<file path="src/source/dec_pkg.sv">
// shared widths, opcode and exception constants
// alu operation encoding
// packed payloads between pipeline stages, writeback port and trace

package dec_pkg;

   // ********************
   // widths and constants
   // ********************
   localparam int XLEN   = 32;                  // data width
   localparam int PC_W   = 31;                  // pc[31:1], bit 0 implied zero
   localparam int NREGS  = 32;                  // general registers incl x0
   localparam int REG_AW = 5;                   // register address width

   localparam logic [6:0] OPC_OP     = 7'b0110011; // register-register
   localparam logic [6:0] OPC_OP_IMM = 7'b0010011; // register-immediate
   localparam logic [6:0] OPC_LUI    = 7'b0110111; // load upper immediate

   localparam logic [4:0] EXC_ILLEGAL = 5'd2;    // illegal instruction cause

   // ********************
   // alu operation
   // ********************
   typedef enum logic [3:0] {
      ALU_ADD,
      ALU_SUB,
      ALU_SLL,
      ALU_SLT,
      ALU_SLTU,
      ALU_XOR,
      ALU_SRL,
      ALU_SRA,
      ALU_OR,
      ALU_AND,
      ALU_PASS                                   // op2 straight through, lui
   } alu_op_e;

   // ********************
   // stage payloads
   // ********************
   typedef struct packed {
      logic [31:0]     instr;                    // fetched instruction
      logic [PC_W-1:0] pc;                       // its pc
   } fetch_pkt_t;

   typedef struct packed {
      logic              valid;                  // one cycle per instruction
      logic              illegal;                // not a recognized encoding
      alu_op_e           alu_op;
      logic              rd_en;                  // writes a register
      logic [REG_AW-1:0] rd;
      logic [XLEN-1:0]   op1;                    // rs1 data or zero
      logic [XLEN-1:0]   op2;                    // rs2 data or immediate
      logic [31:0]       instr;
      logic [PC_W-1:0]   pc;
   } dec_pkt_t;

   typedef struct packed {
      logic              valid;
      logic              illegal;
      logic              rd_en;
      logic [REG_AW-1:0] rd;
      logic [XLEN-1:0]   result;                 // alu output
      logic [31:0]       instr;
      logic [PC_W-1:0]   pc;
   } ex_pkt_t;

   typedef struct packed {
      logic              wen;                    // register file write enable
      logic [REG_AW-1:0] waddr;
      logic [XLEN-1:0]   wdata;
   } wb_pkt_t;

   typedef struct packed {
      logic            valid;                    // retired this cycle
      logic            exception;                // retired with exception
      logic [4:0]      ecause;
      logic [XLEN-1:0] tval;                     // faulting instruction
      logic [31:0]     insn;
      logic [PC_W-1:0] pc;
   } trace_pkt_t;

endpackage

</file>
<file path="src/source/dec_decode.sv">
// fetch req/ack handshake and decode stage register
// opcode and funct decode, I and U immediates
// register file read requests and operand select

module dec_decode (
   input  logic                       clk,
   input  logic                       rst_n,
   input  logic                       fetch_req,  // four-phase request
   input  dec_pkg::fetch_pkt_t        fetch,
   input  logic [dec_pkg::XLEN-1:0]   rs1_data,
   input  logic [dec_pkg::XLEN-1:0]   rs2_data,
   output logic                       fetch_ack,
   output logic [dec_pkg::REG_AW-1:0] rs1_addr,
   output logic [dec_pkg::REG_AW-1:0] rs2_addr,
   output logic                       rs1_en,
   output logic                       rs2_en,
   output dec_pkg::dec_pkt_t          dec
);

   logic                     accept;        // req high, ack still low
   logic                     valid_d;       // decode stage valid
   dec_pkg::fetch_pkt_t      fetch_d;       // decode stage instruction
   logic [6:0]               opcode;
   logic [2:0]               funct3;
   logic [6:0]               funct7;
   logic                     is_op;
   logic                     is_op_imm;
   logic                     is_lui;
   logic                     illegal;
   dec_pkg::alu_op_e         base_op;       // funct3 mapping shared by op and op-imm
   dec_pkg::alu_op_e         alu_op;
   logic [dec_pkg::XLEN-1:0] imm_i;
   logic [dec_pkg::XLEN-1:0] imm_u;

   // ********************
   // handshake and stage register
   // ********************
   assign accept = fetch_req & ~fetch_ack;

   always_ff @(posedge clk or negedge rst_n) begin
      if (!rst_n) begin
         fetch_ack <= 1'b0;
         valid_d   <= 1'b0;
         fetch_d   <= '0;
      end else begin
         valid_d <= accept;                  // single cycle valid
         if (accept) begin
            fetch_ack <= 1'b1;
            fetch_d   <= fetch;
         end else if (!fetch_req) begin
            fetch_ack <= 1'b0;               // req dropped, release ack
         end
      end
   end

   // ********************
   // field decode
   // ********************
   assign opcode    = fetch_d.instr[6:0];
   assign funct3    = fetch_d.instr[14:12];
   assign funct7    = fetch_d.instr[31:25];
   assign is_op     = (opcode == dec_pkg::OPC_OP);
   assign is_op_imm = (opcode == dec_pkg::OPC_OP_IMM);
   assign is_lui    = (opcode == dec_pkg::OPC_LUI);

   always_comb begin
      case (funct3)
         3'b000:  base_op = dec_pkg::ALU_ADD;
         3'b001:  base_op = dec_pkg::ALU_SLL;
         3'b010:  base_op = dec_pkg::ALU_SLT;
         3'b011:  base_op = dec_pkg::ALU_SLTU;
         3'b100:  base_op = dec_pkg::ALU_XOR;
         3'b101:  base_op = dec_pkg::ALU_SRL;
         3'b110:  base_op = dec_pkg::ALU_OR;
         default: base_op = dec_pkg::ALU_AND;
      endcase
   end

   always_comb begin
      alu_op  = base_op;
      illegal = 1'b1;                        // until an encoding matches
      if (is_op) begin
         if (funct7 == 7'b0000000) begin
            illegal = 1'b0;
         end else if (funct7 == 7'b0100000 && funct3 == 3'b000) begin
            alu_op  = dec_pkg::ALU_SUB;
            illegal = 1'b0;
         end else if (funct7 == 7'b0100000 && funct3 == 3'b101) begin
            alu_op  = dec_pkg::ALU_SRA;
            illegal = 1'b0;
         end
      end else if (is_op_imm) begin
         if (funct3 != 3'b001 && funct3 != 3'b101) begin
            illegal = 1'b0;                  // no funct7 field, plain immediate
         end else if (funct7 == 7'b0000000) begin
            illegal = 1'b0;                  // slli, srli
         end else if (funct7 == 7'b0100000 && funct3 == 3'b101) begin
            alu_op  = dec_pkg::ALU_SRA;      // srai
            illegal = 1'b0;
         end
      end else if (is_lui) begin
         alu_op  = dec_pkg::ALU_PASS;
         illegal = 1'b0;
      end
   end

   // ********************
   // immediates and operands
   // ********************
   assign imm_i = {{20{fetch_d.instr[31]}}, fetch_d.instr[31:20]}; // sign extended
   assign imm_u = {fetch_d.instr[31:12], 12'b0};

   assign rs1_addr = fetch_d.instr[19:15];
   assign rs2_addr = fetch_d.instr[24:20];
   assign rs1_en   = valid_d & (is_op | is_op_imm);  // lui reads zero
   assign rs2_en   = valid_d & is_op;

   always_comb begin
      dec.valid   = valid_d;
      dec.illegal = illegal;
      dec.alu_op  = alu_op;
      dec.rd      = fetch_d.instr[11:7];
      dec.rd_en   = ~illegal & (fetch_d.instr[11:7] != '0); // x0 never written
      dec.op1     = rs1_data;
      dec.op2     = is_op ? rs2_data : (is_lui ? imm_u : imm_i);
      dec.instr   = fetch_d.instr;
      dec.pc      = fetch_d.pc;
   end

endmodule

</file>
<file path="src/source/dec_gpr.sv">
// general register file, 31 writable entries plus x0
// two read ports with write-through, one write port

module dec_gpr (
   input  logic                       clk,
   input  logic                       rst_n,
   input  logic [dec_pkg::REG_AW-1:0] rs1_addr,
   input  logic [dec_pkg::REG_AW-1:0] rs2_addr,
   input  logic                       rs1_en,
   input  logic                       rs2_en,
   input  dec_pkg::wb_pkt_t           wb,         // write port from writeback
   output logic [dec_pkg::XLEN-1:0]   rs1_data,
   output logic [dec_pkg::XLEN-1:0]   rs2_data
);

   logic [dec_pkg::XLEN-1:0] regs [dec_pkg::NREGS]; // entry 0 stays zero

   // read port, write data wins on address match
   function automatic logic [dec_pkg::XLEN-1:0] rd_port(
      input logic                       en,
      input logic [dec_pkg::REG_AW-1:0] addr
   );
      logic [dec_pkg::XLEN-1:0] data;
      data = '0;                                  // disabled or x0
      if (en && addr != '0) begin
         if (wb.wen && wb.waddr == addr) data = wb.wdata;
         else                            data = regs[addr];
      end
      return data;
   endfunction

   always_ff @(posedge clk or negedge rst_n) begin
      if (!rst_n) begin
         for (int i = 0; i < dec_pkg::NREGS; i++) begin
            regs[i] <= '0;
         end
      end else if (wb.wen && wb.waddr != '0) begin
         regs[wb.waddr] <= wb.wdata;              // x0 ignores writes
      end
   end

   // follows wb and regs as well as the read addresses
   always_comb begin
      rs1_data = rd_port(rs1_en, rs1_addr);
      rs2_data = rd_port(rs2_en, rs2_addr);
   end

endmodule

</file>
<file path="src/source/dec_execute.sv">
// execute stage register
// integer alu for op, op-imm and lui
// execute-to-result payload

module dec_execute (
   input  logic                clk,
   input  logic                rst_n,
   input  dec_pkg::dec_pkt_t   dec,              // from decode
   output dec_pkg::ex_pkt_t    ex                // to result
);

   dec_pkg::dec_pkt_t        dec_e1;             // stage register
   logic [4:0]               shamt;
   logic [dec_pkg::XLEN-1:0] result;

   // ********************
   // stage register
   // ********************
   always_ff @(posedge clk or negedge rst_n) begin
      if (!rst_n) begin
         dec_e1 <= '0;
      end else begin
         dec_e1 <= dec;                          // no stall, always advance
      end
   end

   // ********************
   // alu
   // ********************
   assign shamt = dec_e1.op2[4:0];              // low 5 bits only

   always_comb begin
      case (dec_e1.alu_op)
         dec_pkg::ALU_ADD:  result = dec_e1.op1 + dec_e1.op2;
         dec_pkg::ALU_SUB:  result = dec_e1.op1 - dec_e1.op2;
         dec_pkg::ALU_SLL:  result = dec_e1.op1 << shamt;
         dec_pkg::ALU_SLT: begin
            result = {31'b0, $signed(dec_e1.op1) < $signed(dec_e1.op2)};
         end
         dec_pkg::ALU_SLTU: begin
            result = {31'b0, dec_e1.op1 < dec_e1.op2};
         end
         dec_pkg::ALU_XOR:  result = dec_e1.op1 ^ dec_e1.op2;
         dec_pkg::ALU_SRL:  result = dec_e1.op1 >> shamt;
         dec_pkg::ALU_SRA:  result = $unsigned($signed(dec_e1.op1) >>> shamt);
         dec_pkg::ALU_OR:   result = dec_e1.op1 | dec_e1.op2;
         dec_pkg::ALU_AND:  result = dec_e1.op1 & dec_e1.op2;
         default:           result = dec_e1.op2;    // pass, lui
      endcase
   end

   // ********************
   // payload out
   // ********************
   always_comb begin
      ex.valid   = dec_e1.valid;
      ex.illegal = dec_e1.illegal;
      ex.rd_en   = dec_e1.rd_en;
      ex.rd      = dec_e1.rd;
      ex.result  = result;
      ex.instr   = dec_e1.instr;
      ex.pc      = dec_e1.pc;
   end

endmodule

</file>
<file path="src/source/dec_result.sv">
// writeback stage register and register file write control
// retirement trace registers, one cycle after writeback

module dec_result (
   input  logic                clk,
   input  logic                rst_n,
   input  dec_pkg::ex_pkt_t    ex,               // from execute
   output dec_pkg::wb_pkt_t    wb,               // register file write
   output dec_pkg::trace_pkt_t trace             // retirement trace
);

   dec_pkg::ex_pkt_t           ex_wb;            // writeback stage
   logic                       valid_wb1;
   logic                       exc_valid_wb1;    // illegal retired
   logic [4:0]                 exc_cause_wb1;
   logic [dec_pkg::XLEN-1:0]   mtval_wb1;
   logic [31:0]                inst_wb1;
   logic [dec_pkg::PC_W-1:0]   pc_wb1;

   always_ff @(posedge clk or negedge rst_n) begin
      if (!rst_n) begin
         ex_wb <= '0;
      end else begin
         ex_wb <= ex;
      end
   end

   // write only legal instructions with a real rd
   assign wb.wen   = ex_wb.valid & ex_wb.rd_en & ~ex_wb.illegal;
   assign wb.waddr = ex_wb.rd;
   assign wb.wdata = ex_wb.result;

   // ********************
   // trace, wb1 stage
   // ********************
   always_ff @(posedge clk or negedge rst_n) begin
      if (!rst_n) begin
         valid_wb1     <= 1'b0;
         exc_valid_wb1 <= 1'b0;
         exc_cause_wb1 <= '0;
         mtval_wb1     <= '0;
         inst_wb1      <= '0;
         pc_wb1        <= '0;
      end else begin
         valid_wb1     <= ex_wb.valid;
         exc_valid_wb1 <= ex_wb.valid & ex_wb.illegal;
         exc_cause_wb1 <= ex_wb.illegal ? dec_pkg::EXC_ILLEGAL : 5'd0;
         mtval_wb1     <= ex_wb.illegal ? ex_wb.instr : '0; // faulting insn
         inst_wb1      <= ex_wb.instr;
         pc_wb1        <= ex_wb.pc;
      end
   end

   assign trace.valid     = valid_wb1;
   assign trace.exception = exc_valid_wb1;
   assign trace.ecause    = exc_cause_wb1;
   assign trace.tval      = mtval_wb1;
   assign trace.insn      = inst_wb1;
   assign trace.pc        = pc_wb1;

endmodule

</file>
<file path="src/source/dec_top.sv">
// decode pipeline top level
// decode, register file, execute and result stages

module dec_top (
   input  logic                clk,
   input  logic                rst_n,
   input  logic                fetch_req,
   input  dec_pkg::fetch_pkt_t fetch,
   output logic                fetch_ack,
   output dec_pkg::wb_pkt_t    wb,
   output dec_pkg::trace_pkt_t trace
);

   logic [dec_pkg::REG_AW-1:0] rs1_addr;
   logic [dec_pkg::REG_AW-1:0] rs2_addr;
   logic                       rs1_en;
   logic                       rs2_en;
   logic [dec_pkg::XLEN-1:0]   rs1_data;
   logic [dec_pkg::XLEN-1:0]   rs2_data;
   dec_pkg::dec_pkt_t          dec;              // decode to execute
   dec_pkg::ex_pkt_t           ex;               // execute to result

   dec_decode i_decode (
      .clk       (clk),
      .rst_n     (rst_n),
      .fetch_req (fetch_req),
      .fetch     (fetch),
      .rs1_data  (rs1_data),
      .rs2_data  (rs2_data),
      .fetch_ack (fetch_ack),
      .rs1_addr  (rs1_addr),
      .rs2_addr  (rs2_addr),
      .rs1_en    (rs1_en),
      .rs2_en    (rs2_en),
      .dec       (dec)
   );

   dec_gpr i_gpr (
      .clk      (clk),
      .rst_n    (rst_n),
      .rs1_addr (rs1_addr),
      .rs2_addr (rs2_addr),
      .rs1_en   (rs1_en),
      .rs2_en   (rs2_en),
      .wb       (wb),                            // writeback loops back here
      .rs1_data (rs1_data),
      .rs2_data (rs2_data)
   );

   dec_execute i_execute (
      .clk   (clk),
      .rst_n (rst_n),
      .dec   (dec),
      .ex    (ex)
   );

   dec_result i_result (
      .clk   (clk),
      .rst_n (rst_n),
      .ex    (ex),
      .wb    (wb),
      .trace (trace)
   );

endmodule

</file>
<file path="config.mk">
export PLATFORM = sky130hd
export DESIGN_NAME = dec_top
export DESIGN_NICKNAME = d
export VERILOG_FILES = /design/src/source/dec_pkg.sv /design/src/source/dec_decode.sv /design/src/source/dec_gpr.sv /design/src/source/dec_execute.sv /design/src/source/dec_result.sv /design/src/source/dec_top.sv
export SDC_FILE = /design/constraint.sdc
export NUM_CORES = 2
export LEC_CHECK = 0
export ABC_AREA = 1
export BUFFER_PORTS_ARGS = -buffer_cell sky130_fd_sc_hd__buf_2
export CORE_MARGIN = 2
export CORE_UTILIZATION = 35
export DETAILED_ROUTE_END_ITERATION = 16
export PLACE_DENSITY = 0.53
export SYNTH_ARGS = -nofsm -noshare
export SYNTH_HDL_FRONTEND = slang
export SYNTH_HIERARCHICAL = 1
export SYNTH_SLANG_ARGS = --single-unit
export TNS_END_PERCENT = 30
</file>
<file path="constraint.sdc">
create_clock -name clk -period 4.93 [get_ports clk]
set_clock_uncertainty 0.1 [all_clocks]
set_input_delay 0.986 -clock clk [delete_from_list [all_inputs] [get_ports clk]]
set_output_delay 0.986 -clock clk [all_outputs]
set_load 0.05 [all_outputs]
</file>
-- Word-level counts from Yosys, hierarchy flattened
Cells that the tools add are included.
- output and inout port bits: 141
- bits of input ports: 66
- bits in registers: 1433
- order comparisons: 6
- eq/ne operators: 24
- reductions and logical operators: 16
- add/subtract/negate cells: 2
- shifts and indexed selects: 3
- bitwise operators: 17
- muxes and demuxes: 37
- operators by type and width (kind ; count):
    bitwise mux 1024 bit ; 1
    2-to-1 mux 32 bit ; 11
    binary-select mux 32 bit (select 5 bit) ; 2
    case mux 32 bit (10 select lines) ; 1
    demux 32 bit (select 5 bit) ; 1
    less-than comparator 32 bit ; 2
    adder 32 bit ; 1
    bitwise AND 32 bit ; 1
    2-to-1 mux 4 bit ; 8
    bitwise OR 32 bit ; 1
    left shift 32 x 5 -> 32 bit ; 1
    right shift 32 x 5 -> 32 bit ; 1
    >>> shifter 32 x 5 -> 32 bit ; 1
    subtractor 32 bit ; 1
    XOR 32 bit ; 1
    2-to-1 mux 31 bit ; 1
    case mux 4 bit (7 select lines) ; 1
    equality test 7 x 6 -> 1 bit (second input constant) ; 3
    nonzero test 5 bit ; 4
    greater-or-equal comparator 6 bit (second input constant) ; 3
    inverter 5 -> 6 bit ; 3
    equality test 4 x 3 -> 1 bit (second input constant) ; 4
    equality test 5 bit ; 2
    2-to-1 mux 1 bit ; 10
    other kinds (19) ; 40

-- Depth between registers and ports, before layout
- word-level depth: 9
- mapped depth: 19
- gate-level depth less buffers: 16

-- Modules after synthesis
The synthesis kept the hierarchy.
- modules (own cells, without submodules) (module ; area an instance (µm²) ; sequential area each (µm²) ; instances ; cells each):
    dec_gpr ; 58597.4 ; 25624.6 ; 1 ; 8760
    dec_execute ; 14221.1 ; 3478.3 ; 1 ; 2342
    dec_result ; 5675.4 ; 5029.8 ; 1 ; 317
    dec_decode ; 3500.9 ; 1626.6 ; 1 ; 462

-- Worst setup path before layout
Ideal clock, no wire load.
- path type: register to register
- start point: reg i_execute/dec_e1[65] (netlist bit)
- end point: reg i_result.ex_wb (netlist bit i_result/wb[17])
- clock period less this slack: 2534 ps
- stages on the path, launching flop included: 20
- library setup time: 119 ps
- data arrival time: 2315 ps
- path buffers: 3
- path slack: 2396 ps
- cell sequence: dfrtp_1 -> inv_1 -> clkbuf_1 -> buf_2 -> ha_1 -> buf_2 -> inv_1 -> nand2_1 -> nand2_1 -> nand2_1 -> nand3_1 -> nand2_1 -> nand2_1 -> nand2_1 -> nand2_1 -> nand2_1 -> nand3_1 -> nand2_1 -> nor2_1 -> nand2_1
- RTL lines (element ; line ; RTL):
    from (decl) ; dec_execute.sv:12 ; dec_pkg::dec_pkt_t dec_e1;
    from (signal assigned) ; dec_execute.sv:21 ; dec_e1 <= '0;
    from (signal assigned) ; dec_execute.sv:23 ; dec_e1 <= dec;
    to (signal assigned) ; dec_result.sv:22 ; ex_wb <= '0;
    to (signal assigned) ; dec_result.sv:24 ; ex_wb <= ex;
    to (decl) ; dec_result.sv:12 ; dec_pkg::ex_pkt_t ex_wb;

-- Final worst setup path
- start point: reg i_decode.fetch_d (netlist bit i_decode/dec[48])
- end point: reg i_execute/dec_e1[97] (netlist bit)
- word-level cells in the longest chain between the ends: 6
- elaborated cells between the ends (all ways): 10
- classes of those cells: eq/ne (1); mux (5); bitwise (1); reduce/logical (3)
- ends and longest elaborated chain (element ; line ; RTL):
    from (decl) ; dec_decode.sv:22 ; dec_pkg::fetch_pkt_t fetch_d;
    from (signal assigned) ; dec_decode.sv:49 ; fetch_d <= fetch;
    inverter 5 -> 6 bit (implied by the code) ; dec_gpr.sv:27 ; else data = regs[addr];
    binary-select mux 32 bit (select 5 bit) ; dec_gpr.sv:27 ;
    2-to-1 mux 32 bit (implied by the code) (2 in series) ; dec_gpr.sv:27 ;
    2-to-1 mux 32 bit ; dec_gpr.sv:26 ; if (wb.wen && wb.waddr == addr) data = wb.wdata;
    2-to-1 mux 32 bit (*) ; dec_gpr.sv:25 ; if (en && addr != '0) begin
    via rs1_data (one bit) ; dec_top.sv:18 ; logic [dec_pkg::XLEN-1:0] rs1_data;
Mark *: on every way through the listed nets, which the timed path passes. The rest lies on a longest branch. The select of a mux whose other input is x is not followed.
A chain may end at the register's enable or synchronous reset.

==> flow_results.org <==
** Clocking
- TritonCTS built the clock tree.
- Clock-pin slew on the worst setup and hold paths :: 60 ps
- In this run, post-CTS hold repair placed 0 buffers.
- The tree built by TritonCTS fans out to around 1400 sinks.
- Buffers inserted during post-CTS setup optimization :: 0
- TritonCTS Buffers :: between 150 and 200
- CTS H-Tree Depth :: 4
- Counting along the longest clock path gives a buffer depth of 3.
- Clk root buf :: clkbuf_16
- Clock insertion delay at the later pin of the skew report :: between 800 and 900 ps
- Total of cells resized after clock tree synthesis :: 0

** Floorplan
- Measured along the y axis, the die boundary spans 488.0 um.
- The region available for standard cell placement spans 0.2328 mm2.
- Area of the die :: 0.2382 mm2
- The floorplan has 177 rows.
- Starting Density :: 35.23%
- From left edge to right edge, the die measures 488.0 um.
- between 200 and 250 I/O pins were placed.

** Detailed routing
- After detailed routing, the number of vias per cell comes to 5.536.
- The detail route stage leaves a number of antenna-violating nets equal to 0.
- The first routing iteration left 10390 violations.
- Final Routed Wirelength :: 369.8 mm
- Vias after detailed routing :: ~81000
- Wire per inst :: 25.13 um
- After detailed routing, the number of remaining DRC violations is 0.
- Detailed-routing iteration count for the pre-antenna-repair pass :: 8

** Finish
- The area growth from synthesis to layout is 9.794%.
- At the end of the flow, the number of nets in the layout was 11610.
- Counting the fill cells in the layout gives 24420.
- Area of all placed cells without fillers :: 0.09003 mm2
- Share of final-layout standard cells stronger than drive strength 1 :: under 10%
- Once layout is complete, the cells apart from fillers number 14710.

** Setup path
- STA classifies the critical path startpoint as a flip-flop.
- The largest single stage delay on the critical path is 990 ps.
- Most prevalent standard cell on the critical path :: nand2_1
- CP top delay family :: simple AND/OR/NAND/NOR gates
- Along the worst path, the maximum fanout reaches 20.
- The setup path with the least slack is of type flip-flop to flip-flop.
- Among all stages on the critical path, the largest delay is contributed by a21oi_1.
- At the worst endpoint, the required time is 5450 ps.
- WP buf/inv :: 2
- Crit-path cells :: clkinv_2 > nand2_2 > nor2_4 > buf_4 > nand2_1 > nand3_1 > nor2_1 > nand2_1 > nand2_1 > a21oi_1
- STA puts the critical path data arrival time at 4630 ps.
- STA classifies the critical path endpoint as a flip-flop.

** Synthesis
- The number of different library cells used by synthesis comes to 49.
- Average instance area after synthesis :: 6.901 um2
- Synthesis handed over a netlist of ~12000 instances.
- Flip-flop and latch count after synthesis :: 1429
- Synthesized cell area :: 0.08199 mm2
- After synthesis, flip-flops and latches occupy 43.61% of the total area.
- Count of synthesis-stage warnings from yosys :: 6

** Timing
- The worst path uses 83.48% of the clock period.
- Transition at the pin with the smallest max-transition slack :: about 1500 ps
- Count of final max-slew check failures :: 0
- Endpoints failing setup :: 0
- Final Critical Period :: 4116 ps
- Worst slew slack as a fraction of its limit :: 1.497%
- Setup repair after global routing left no endpoint under its margin.
- Timing would allow up to around 240 MHz.
- Min Hold Slack :: 35.52 ps
- After routing, the total negative slack on setup checks comes to 0 ps.
- The hold violation count in the final report came to 0.

** Placed design
- Placed cell count :: 14410
- HPWL after detailed placement :: 236.7 mm
- In this run the cell area measured after placement is 0.08436 mm2.
- Number of port buffers :: 202
- The congestion estimate from routability-driven global placement came to 1.005.

** GRT
- Antenna violations before repair :: 27
- Across every metal layer, demand over resource in global routing totals 30.46%.
- Grt total ovfl :: 0
- The via count of the first global-routing pass is 75750.
- Entering global routing, the biggest net connects 175 pins.
- First-pass GRT wire length :: about 540 mm

** Pwr
- Portion of total power attributed to combinational logic :: 24.4%
- Worst-case vdd ir drop :: 0.3034 mV
- Standby leakage power :: approximately 43 nW
- Internal power comes to 21.37 mW.
- Net switching fraction of the power :: 37.84%
- Net switching power figure :: 13.01 mW
- Register share of total power :: 38.0%
- For this design the ratio of total power to cell area is 382.0 mW/mm2.
- Clk pwr share :: 37.6%

** Hold path
- The min-delay analysis places its worst path in the category input pin to asynchronous set/reset pin.

** Flow run
- Max cap viols :: 0

** Status
- Status :: completed
synth_stat cells, drive strengths merged:
cell	number	area, um2
a211oi	7	52.55
a21o	1	7.510
a21oi	287	1436
a221oi	2	17.52
a22oi	1	7.510
a31oi	3	18.77
and2	9	56.30
and3	1	6.260
buf	458	2746
clkbuf	541	2032
clkinv	6	22.52
conb	1	3.750
dfrtp	1429	35760
fa	2	40.04
ha	97	1214
inv	1073	4028
nand2	4147	15580
nand3	1620	8123
nand3b	1	7.510
nand4	41	256.5
nor2	650	2521
nor3	35	215.2
nor3b	2	15.01
nor4	6	52.55
o211ai	147	1104
o21a	1	7.510
o21ai	1265	6331
o21bai	11	82.58
o221ai	4	35.03
o22ai	24	150.1
o31ai	5	37.54
or2	1	6.260
xnor2	2	17.52
xor2	1	8.760
sequential cells by signal (all words and copies together) (netlist names):
register and cells:
i_gpr/regs 1024, i_execute/ex 71, i_execute/dec_e1 68, i_result/ex_wb 66
i_decode/dec 63, i_result/wb 37, i_result/inst_wb1 32, i_result/mtval_wb1 32
i_result/pc_wb1 31, i_decode/fetch_ack 1, i_decode/valid_d 1, i_result/exc_cause_wb1 1
i_result/exc_valid_wb1 1, i_result/valid_wb1 1
layout by cell type (no fill, tap or decap), types with 6 or more instances in the layout:
cell,count
buf_12,41
nor2_4,15
nand2_2,20
inv_6,6
nor2_2,9
a211oi_1,7
inv_1,1043
clkbuf_8,40
nand2_1,4116
clkinv_2,33
o22ai_1,24
clkbuf_1,23
bufinv_16,13
o21bai_1,11
nor3_1,27
diode_2,11
nand3_1,1615
dfrtp_1,1416
nor2_1,625
dfrtp_4,8
buf_2,201
nand2_4,11
nor3_2,8
inv_2,26
clkbuf_16,167
o21ai_0,1212
ha_1,97
nand4_1,41
a21oi_1,287
o21ai_1,53
o211ai_1,147
buf_4,149
and2_1,9
metal layers:
layer / part of all wire, % / up-vias / wire length, um / GRT usage, %
met4: 5.0 / 10 / 18380 / 14.20
met3: 9.6 / 815 / 35640 / 6.336
met2: 44 / 4400 / 163700 / 46.75
li1: - / 36790 / - / -
met1: 41 / 39440 / 152000 / 40.97
met5: 0.019 / - / 72 / 0
power groups by stage:
stage / logic (mW) / clock network [mW] / registers (mW)
after floorplan: 4.91 / 0 / 12.9
final: 8.38 / 12.9 / 13.1
after global placement: 8.16 / 0 / 13.3
after detailed placement: 8.17 / 0 / 13.3
after CTS: 8.19 / 13.2 / 13.0
after global routing: 8.84 / 13.7 / 13.1
worst paths after layout:
path                       slack (ps)               start  depth (start not counted)                    to
max                               810    i_decode/dec[48]                         10  i_execute/dec_e1[97]
min                                40               rst_n                          1        i_gpr/regs[44]
max reg2reg                       810    i_decode/dec[48]                         10  i_execute/dec_e1[97]
min reg2reg                       230  i_result/ex_wb[14]                          0   i_result/pc_wb1[14]
max in group asynchronous        3140               rst_n                          2      i_decode/dec[54]
min in group clk                  170           fetch_req                          1    i_decode/fetch_ack
through the flow:
stage,power [mW],worst slack [ps],util [%]
finish,34.39,814.3,38.68
global route,35.58,861.1,38.67
CTS,34.41,1046,38.67
detailed placement,21.42,1044,36.25
global placement,21.41,1062,36.25
floorplan,17.81,2396,-
cell type report:
cell class                      instances  area [um2]  area share [%]
Antenna cell                           11       27.53         0.03058
Clock buffer                          230        4816           5.349
Clock inverter                         65       818.3          0.9090
Inverter                             1079        4083           4.535
Multi-Input combinational cell       8377       37620           41.79
Sequential cell                      1429       35800           39.76
Tap cell                             3132        3919           4.353
Timing Repair Buffer                  391        2945           3.272
cell families (layout without fill, tap and decap cells):
kind of cell / after synthesis / in the layout / synth area share, %
xor+xnor: 3 / 3 / 0.03205
simple gates: 6513 / 6513 / 32.73
compound gates: 1758 / 1758 / 11.33
buf+inv: 2078 / 1765 / 10.77
fa+ha+maj: 99 / 99 / 1.529
flops: 1429 / 1429 / 43.61
other cells: 1 / 15 / 0.004573
No activity file was read; power rests on OpenSTA's default activity.
